<file path="config.mk">
export PLATFORM = sky130hd
export DESIGN_NAME = uart_echo_top
export DESIGN_NICKNAME = d
export VERILOG_FILES = /design/src/uart_echo_pkg.sv /design/src/baud_timer.sv /design/src/uart_rx.sv /design/src/uart_tx.sv /design/src/echo_buffer.sv /design/src/uart_echo_top.sv
export SDC_FILE = /design/constraint.sdc
export NUM_CORES = 1
export LEC_CHECK = 0
export CORE_MARGIN = 4
export CORE_UTILIZATION = 40
export CTS_CLUSTER_DIAMETER = 120
export DETAILED_ROUTE_END_ITERATION = 10
export DONT_BUFFER_PORTS = 1
export PLACE_DENSITY = 0.68
export SETUP_SLACK_MARGIN = 0.05
export SLEW_MARGIN = 20
export SYNTH_ARGS = -nofsm -noshare
export SYNTH_HDL_FRONTEND = slang
export SYNTH_SLANG_ARGS = --single-unit
</file>
<file path="constraint.sdc">
create_clock -name clk_i -period 2.1 [get_ports clk_i]
set_input_delay 0.21 -clock clk_i [delete_from_list [all_inputs] [get_ports clk_i]]
set_output_delay 0.21 -clock clk_i [all_outputs]
set_load 0.01 [all_outputs]
</file>
<file path="src/uart_echo_pkg.sv">
package uart_echo_pkg;

    // line timing
    localparam int CLK_FREQ_HZ  = 50_000_000;             // board oscillator
    localparam int BAUD_RATE    = 115_200;
    localparam int CLKS_PER_BIT = CLK_FREQ_HZ / BAUD_RATE; // 434, truncated
    localparam int HALF_BIT     = CLKS_PER_BIT / 2;       // 217, bit centre
    localparam int DATA_BITS    = 8;                      // 8N1 only

    // counter width covers 0 .. CLKS_PER_BIT-1
    localparam int BAUD_CNT_W   = $clog2(CLKS_PER_BIT);

    typedef logic [DATA_BITS-1:0]         byte_t;      // one serial data byte
    typedef logic [BAUD_CNT_W-1:0]        baud_cnt_t;  // bit-period counter
    typedef logic [$clog2(DATA_BITS)-1:0] bit_idx_t;   // data bit position

    // receiver -> buffer, valid is a one-cycle strobe
    typedef struct packed {
        logic  valid;
        byte_t data;
    } rx_byte_t;

    // buffer -> transmitter, start is a one-cycle strobe
    typedef struct packed {
        logic  start;
        byte_t data;
    } tx_req_t;

    typedef enum logic [1:0] {
        RX_IDLE,   // waiting for falling edge
        RX_START,  // checking start bit at its centre
        RX_DATA,   // sampling data bits, lsb first
        RX_STOP    // stop bit check
    } rx_state_e;

    typedef enum logic [1:0] {
        TX_IDLE,
        TX_START,  // line held low for one bit
        TX_DATA,
        TX_STOP    // line high, busy until its end
    } tx_state_e;

endpackage

</file>
<file path="src/baud_timer.sv">
module baud_timer (
    input  logic clk_i,
    input  logic rst_i,
    input  logic run_i,       // level from the owning fsm
    output logic mid_tick_o,  // bit centre
    output logic bit_tick_o   // end of bit period
);

    uart_echo_pkg::baud_cnt_t cnt_q;
    logic                     wrap;
    logic                     mid;

    // count value 0 lines up with the cycle run_i goes high
    assign wrap = (cnt_q == uart_echo_pkg::baud_cnt_t'(uart_echo_pkg::CLKS_PER_BIT - 1));
    assign mid  = (cnt_q == uart_echo_pkg::baud_cnt_t'(uart_echo_pkg::HALF_BIT));

    always_ff @(posedge clk_i) begin
        if (rst_i) begin
            cnt_q <= '0;
        end else if (!run_i) begin
            cnt_q <= '0;              // parked while the line is idle
        end else if (wrap) begin
            cnt_q <= '0;              // next bit period
        end else begin
            cnt_q <= cnt_q + 1'b1;
        end
    end

    // ticks only while running, so a stale count after stop
    // can never fire a spurious pulse
    assign mid_tick_o = run_i & mid;
    assign bit_tick_o = run_i & wrap;   // last cycle of each bit

endmodule

</file>
<file path="src/uart_rx.sv">
module uart_rx (
    input  logic                    clk_i,
    input  logic                    rst_i,
    input  logic                    rxd_i,      // async serial line
    output uart_echo_pkg::rx_byte_t rx_byte_o
);

    logic [1:0]                rx_sync_q;   // 2-flop synchronizer
    logic                      rx_s;        // synchronized line
    logic                      rx_prev_q;   // for edge detect
    logic                      rx_fall;
    uart_echo_pkg::rx_state_e  state_q;
    uart_echo_pkg::bit_idx_t   bit_idx_q;
    uart_echo_pkg::byte_t      shift_q;
    logic                      valid_q;
    logic                      run;
    logic                      mid_tick;

    // line idles high, so sync flops come out of reset high
    always_ff @(posedge clk_i) begin
        if (rst_i) begin
            rx_sync_q <= 2'b11;
            rx_prev_q <= 1'b1;
        end else begin
            rx_sync_q <= {rx_sync_q[0], rxd_i};
            rx_prev_q <= rx_s;
        end
    end

    assign rx_s    = rx_sync_q[1];
    assign rx_fall = rx_prev_q & ~rx_s;   // start bit leading edge

    assign run = (state_q != uart_echo_pkg::RX_IDLE);

    // rx works on bit centres only
    baud_timer i_baud_timer (
        .clk_i      (clk_i),
        .rst_i      (rst_i),
        .run_i      (run),
        .mid_tick_o (mid_tick),
        .bit_tick_o ()
    );

    always_ff @(posedge clk_i) begin
        if (rst_i) begin
            state_q   <= uart_echo_pkg::RX_IDLE;
            bit_idx_q <= '0;
            valid_q   <= 1'b0;
        end else begin
            valid_q <= 1'b0;   // strobe, one cycle only
            case (state_q)
                uart_echo_pkg::RX_IDLE: begin
                    if (rx_fall) begin
                        state_q <= uart_echo_pkg::RX_START;
                    end
                end
                uart_echo_pkg::RX_START: begin
                    if (mid_tick) begin
                        // glitch shorter than half a bit goes back to idle
                        state_q   <= rx_s ? uart_echo_pkg::RX_IDLE : uart_echo_pkg::RX_DATA;
                        bit_idx_q <= '0;
                    end
                end
                uart_echo_pkg::RX_DATA: begin
                    if (mid_tick) begin
                        if (bit_idx_q == uart_echo_pkg::bit_idx_t'(uart_echo_pkg::DATA_BITS - 1)) begin
                            state_q <= uart_echo_pkg::RX_STOP;
                        end
                        bit_idx_q <= bit_idx_q + 1'b1;
                    end
                end
                uart_echo_pkg::RX_STOP: begin
                    if (mid_tick) begin
                        valid_q <= rx_s;   // low stop bit means framing error, dropped
                        state_q <= uart_echo_pkg::RX_IDLE;
                    end
                end
                default: state_q <= uart_echo_pkg::RX_IDLE;
            endcase
        end
    end

    // data shifts in from the top, lsb arrives first
    always_ff @(posedge clk_i) begin
        if (state_q == uart_echo_pkg::RX_DATA && mid_tick) begin
            shift_q <= {rx_s, shift_q[uart_echo_pkg::DATA_BITS-1:1]};
        end
    end

    // shift register holds still in idle, so data is stable with the strobe
    assign rx_byte_o.valid = valid_q;
    assign rx_byte_o.data  = shift_q;

endmodule

</file>
<file path="src/uart_tx.sv">
module uart_tx (
    input  logic                   clk_i,
    input  logic                   rst_i,
    input  uart_echo_pkg::tx_req_t tx_req_i,
    output logic                   txd_o,    // serial line, registered
    output logic                   busy_o    // high while a frame is on the line
);

    uart_echo_pkg::tx_state_e state_q;
    uart_echo_pkg::bit_idx_t  bit_idx_q;
    uart_echo_pkg::byte_t     shift_q;
    logic                     txd_q;
    logic                     run;
    logic                     bit_tick;

    assign run = (state_q != uart_echo_pkg::TX_IDLE);

    // tx only steps on bit ends
    baud_timer i_baud_timer (
        .clk_i      (clk_i),
        .rst_i      (rst_i),
        .run_i      (run),
        .mid_tick_o (),
        .bit_tick_o (bit_tick)
    );

    always_ff @(posedge clk_i) begin
        if (rst_i) begin
            state_q   <= uart_echo_pkg::TX_IDLE;
            bit_idx_q <= '0;
            txd_q     <= 1'b1;   // idle line
        end else begin
            case (state_q)
                uart_echo_pkg::TX_IDLE: begin
                    if (tx_req_i.start) begin
                        state_q <= uart_echo_pkg::TX_START;
                        txd_q   <= 1'b0;   // start bit from next cycle
                    end
                end
                uart_echo_pkg::TX_START: begin
                    if (bit_tick) begin
                        state_q   <= uart_echo_pkg::TX_DATA;
                        bit_idx_q <= '0;
                        txd_q     <= shift_q[0];
                    end
                end
                uart_echo_pkg::TX_DATA: begin
                    if (bit_tick) begin
                        if (bit_idx_q == uart_echo_pkg::bit_idx_t'(uart_echo_pkg::DATA_BITS - 1)) begin
                            state_q <= uart_echo_pkg::TX_STOP;
                            txd_q   <= 1'b1;   // stop bit
                        end else begin
                            txd_q   <= shift_q[0];
                        end
                        bit_idx_q <= bit_idx_q + 1'b1;
                    end
                end
                uart_echo_pkg::TX_STOP: begin
                    if (bit_tick) begin
                        state_q <= uart_echo_pkg::TX_IDLE;   // busy drops here
                    end
                end
                default: state_q <= uart_echo_pkg::TX_IDLE;
            endcase
        end
    end

    // payload shifter, loaded on launch and moved right at each bit end
    always_ff @(posedge clk_i) begin
        if (state_q == uart_echo_pkg::TX_IDLE && tx_req_i.start) begin
            shift_q <= tx_req_i.data;
        end else if (bit_tick && state_q != uart_echo_pkg::TX_STOP) begin
            shift_q <= {1'b0, shift_q[uart_echo_pkg::DATA_BITS-1:1]};
        end
    end

    assign txd_o  = txd_q;
    assign busy_o = run;   // any state other than idle

endmodule

</file>
<file path="src/echo_buffer.sv">
module echo_buffer (
    input  logic                    clk_i,
    input  logic                    rst_i,
    input  uart_echo_pkg::rx_byte_t rx_byte_i,
    input  logic                    tx_busy_i,   // level from uart_tx
    output uart_echo_pkg::tx_req_t  tx_req_o
);

    uart_echo_pkg::byte_t buf_q;      // last good byte from the line
    uart_echo_pkg::byte_t tx_data_q;  // byte handed to the transmitter
    logic                 avail_q;    // buffer holds an unsent byte
    logic                 start_q;
    logic                 launch;

    // busy rises only one cycle after start, start_q covers that gap
    assign launch = avail_q & ~tx_busy_i & ~start_q;

    always_ff @(posedge clk_i) begin
        if (rst_i) begin
            avail_q <= 1'b0;
            start_q <= 1'b0;
        end else begin
            start_q <= launch;   // one-cycle strobe
            if (rx_byte_i.valid) begin
                avail_q <= 1'b1;   // new byte wins over the clear
            end else if (launch) begin
                avail_q <= 1'b0;
            end
        end
    end

    // unsent byte is overwritten, no back-pressure toward the line
    always_ff @(posedge clk_i) begin
        if (rx_byte_i.valid) begin
            buf_q <= rx_byte_i.data;
        end
    end

    // separate copy so a byte arriving with the launch cannot
    // replace the one being sent
    always_ff @(posedge clk_i) begin
        if (launch) begin
            tx_data_q <= buf_q;
        end
    end

    assign tx_req_o.start = start_q;
    assign tx_req_o.data  = tx_data_q;

endmodule

</file>
<file path="src/uart_echo_top.sv">
module uart_echo_top (
    input  logic clk_i,
    input  logic rst_i,
    input  logic rxd_i,   // serial in, asynchronous
    output logic txd_o    // serial out, echo of each good frame
);

    // receiver to buffer, strobe plus byte
    uart_echo_pkg::rx_byte_t rx_byte;

    // buffer to transmitter, launch plus byte
    uart_echo_pkg::tx_req_t  tx_req;

    // transmitter back to buffer
    logic                    tx_busy;

    // frames in, bad stop bits filtered here
    uart_rx i_uart_rx (
        .clk_i     (clk_i),
        .rst_i     (rst_i),
        .rxd_i     (rxd_i),
        .rx_byte_o (rx_byte)
    );

    // one-byte store and launch control
    echo_buffer i_echo_buffer (
        .clk_i     (clk_i),
        .rst_i     (rst_i),
        .rx_byte_i (rx_byte),
        .tx_busy_i (tx_busy),
        .tx_req_o  (tx_req)
    );

    // frames out, start bit begins the cycle after launch
    uart_tx i_uart_tx (
        .clk_i    (clk_i),
        .rst_i    (rst_i),
        .tx_req_i (tx_req),
        .txd_o    (txd_o),
        .busy_o   (tx_busy)
    );

endmodule

</file>
==> run summary <==
final period demand of the worst path -> 1.920 ns
TNS Setup -> 0 ns
synthesized flop and latch total -> 67
clock root buffer -> clkbuf_8
htree depth -> 3
Avg Cell Area, Syn -> 11.87 um^2
routed vias/inst -> 5.019
initial antenna violation count -> 0
RSZ-0062 raised after global routing -> no
total CTS buffers -> 9
post-detail-place hpwl -> 2.597 mm
Max Clock Skew -> 0.009626 ns
die width -> 90.07 um
n_diodes -> 0
f_max -> 520.7 MHz
num rows -> 29
I/O pin total -> 4
Initial Util -> 41.71%
Min Hold Slack -> 0.05842 ns
max_cap viols -> 0
initial DRC count -> 48
Die Height -> 90.07 um
Crit Path Max Fanout -> 6
grt ovf -> 0
Setup-failing EPs final -> 0
ys async rst share -> 0%
register area -> 0.001662 mm^2
final worst setup slack -> 0.1797 ns
Post-synth EDFFs -> 32
count leader, synth -> dfxtp_1
number of distinct library cells after synthesis -> 35
Max stage delay on crit path -> 0.43 ns
Syn Nets -> 243
hold buffer count at CTS -> 2
pre-CTS setup slack -> 0.2083 ns
largest cells by area after synthesis -> edfxtp_1 36%, dfxtp_1 26%, ha_1 6.0%, nor2_1 3.1%, mux2_2 2.9%
status -> finished clean
largest net degree at the start of global routing -> 14
full die area -> 0.008112 mm^2
number of port buffers -> 0
register area share after synthesis -> 61.68%
Design Area, Final -> 0.002999 mm^2
Placed Instances -> 300
Max IR drop VDD -> 0.0004005 V
leading area contributor after synthesis -> edfxtp_1
Gate Count Post-Synth -> 227
crit share post-route -> 91.44%
pwr dens -> 850.4 mW/mm^2
gr usage total -> 10.77%
final wirelength -> 3.851 mm
drt wl/cell -> 12.11 um
NumNets Final -> 252
Synth Flop Type -> dfxtp_1
RD Place Congestion -> 0.7975
max-slew violations -> 0
DRC -> 0
Worst EP required -> 2.33 ns
Finished Layout Cells -> 318
Area Growth Syn to Fin -> 11.33%
synth cell count leaders -> 35 x dfxtp_1, 32 x edfxtp_1, 22 x nor2_1
Routed Antenna Nets -> 0
TritonRoute pass-1 iters -> 4
Placed Area -> 0.002781 mm^2
fillers -> 601
global-route wire length before repair -> 7.100 mm
CP cell instances -> inv_1, ha_1, nor2b_1, or4_1, a211o_1, o211a_1
Startpoint Class -> flip-flop
crit-path leading delay family -> simple AND/OR/NAND/NOR gates
CP Buf/Inv Count -> 1
P_leak -> 1.024 nW
share of layout cells above drive strength 1 -> 11.20%
clk_lat worst skew -> 0.33 ns
Yosys warning total -> 0
crit path DAT -> 2.15 ns
Clk pin slew, worst setup/hold paths -> 0.07 ns
CTS sink count -> 67
Slew headroom -> 58.29%
post-CTS resize count -> 0
Setup Fix Bufs, Post-CTS -> 0
Worst setup EP type -> flip-flop
Final Hold Viols -> 0
core footprint -> 0.006459 mm^2
footprint of the multi-input gates -> 974.7 um^2
Post-Syn Area -> 0.002694 mm^2
worst hold path type -> input pin to flip-flop
clock tree from TritonCTS -> done
vias in the first global route -> 1562
Worst Tran Pin Value -> 0.6215 ns
Crit-path slowest cell -> or4_1
Vias -> 1596
Setup CP Type -> flip-flop to flip-flop
worst-case clock buffer depth -> 2
post-synth top area share -> 35.67%
## cell usage in the layout, fill, tap and decap left out, drive strengths merged, types with 2 or more instances in the layout
cell and n:
and2 2, nor2 22, ha 13, nor4bb 2
xor2 3, clkbuf 14, or2 3, edfxtp 32
o22ai 3, nand3 11, nand2 15, dlygate4sd3 2
a21oi 12, a22oi 2, nor3 5, or3 6
a211o 2, mux2i 3, dfxtp 35, and3 2
nor2b 3, o21ai 13, inv 9, xnor2 7
mux2 7, buf 2
## cells by family after synthesis
| logic type | share of synthesized area [%] |
|---|---|
| and+or+nand+nor | 15.28 |
| DFF | 61.68 |
| AOI/OAI and AO/OA | 7.571 |
| buffers and inverters | 2.136 |
| adders and majority gates | 6.038 |
| xor gates and xnor gates | 3.252 |
| muxes | 4.041 |
## report_power, final
part / leakage, nW / total (mW) / internal (mW) / switching [mW]
registers: 0.572 / 1.38 / 1.37 / 0.0155
clock network: 0.101 / 1.06 / 0.613 / 0.443
logic: 0.351 / 0.110 / 0.0416 / 0.0681
total: 1.02 / 2.55 / 2.02 / 0.527
## stage by stage
step	power [mW]	utilization, %
final	2.550	46.44
after global placement	1.509	43.06
after CTS	2.587	46.44
after floorplan	1.494	-
after global routing	2.666	46.44
after detailed placement	1.514	43.06
## cell type report
class                      instances  share of cell area [%]
clock inverter                     2                   1.168
clock buffer                      14                   5.423
tap                               77                   3.212
timing repair buffer               4                   1.168
sequential                        67                   55.40
inverter                           9                   1.126
multi-input combinational        145                   32.50
## layer usage
metal / track usage (%) / wire length, um / vias up
li1: - / - / 831
met1: 14.30 / 1959 / 744
met2: 15.37 / 1688 / 16
met3: 4.007 / 142 / 5
met4: 5.357 / 61 / 0
met5: 0 / 0 / -
## flip-flops by register name (all words and copies together) (netlist names), 2 cells and up, named ones only
name,count
i_uart_rx.i_baud_timer.cnt_q,9
i_uart_tx.i_baud_timer.cnt_q,9
i_echo_buffer.buf_q,8
i_echo_buffer.tx_data_q,8
i_uart_rx.shift_q,8
i_uart_tx.shift_q,8
i_uart_rx.bit_idx_q,3
i_uart_tx.bit_idx_q,3
i_uart_rx.rx_sync_q,2
i_uart_tx.state_q,2
## worst paths after layout
kind	from	endpoint	slack, ns	depth (start not counted)
worst max-delay path	i_uart_tx.state_q[0]	i_uart_tx.state_q[0]	0.18	6
worst min register to register	i_uart_rx.rx_sync_q[0]	i_uart_rx.rx_sync_q[1]	0.41	1
worst max register to register	i_uart_tx.state_q[0]	i_uart_tx.state_q[0]	0.18	6
worst min-delay path	rst_i	i_uart_tx.txd_o	0.06	2
## worst reg2reg max path, delay by kind of cell (launching register included)
family / cells / cell delay [ns]
DFF: 1 / 0.39
buffers and inverters: 1 / 0.10
and+or+nand+nor: 2 / 0.61
adders and majority gates: 1 / 0.27
AOI/OAI and AO/OA: 2 / 0.44
Power figures use the tool's default switching activity.
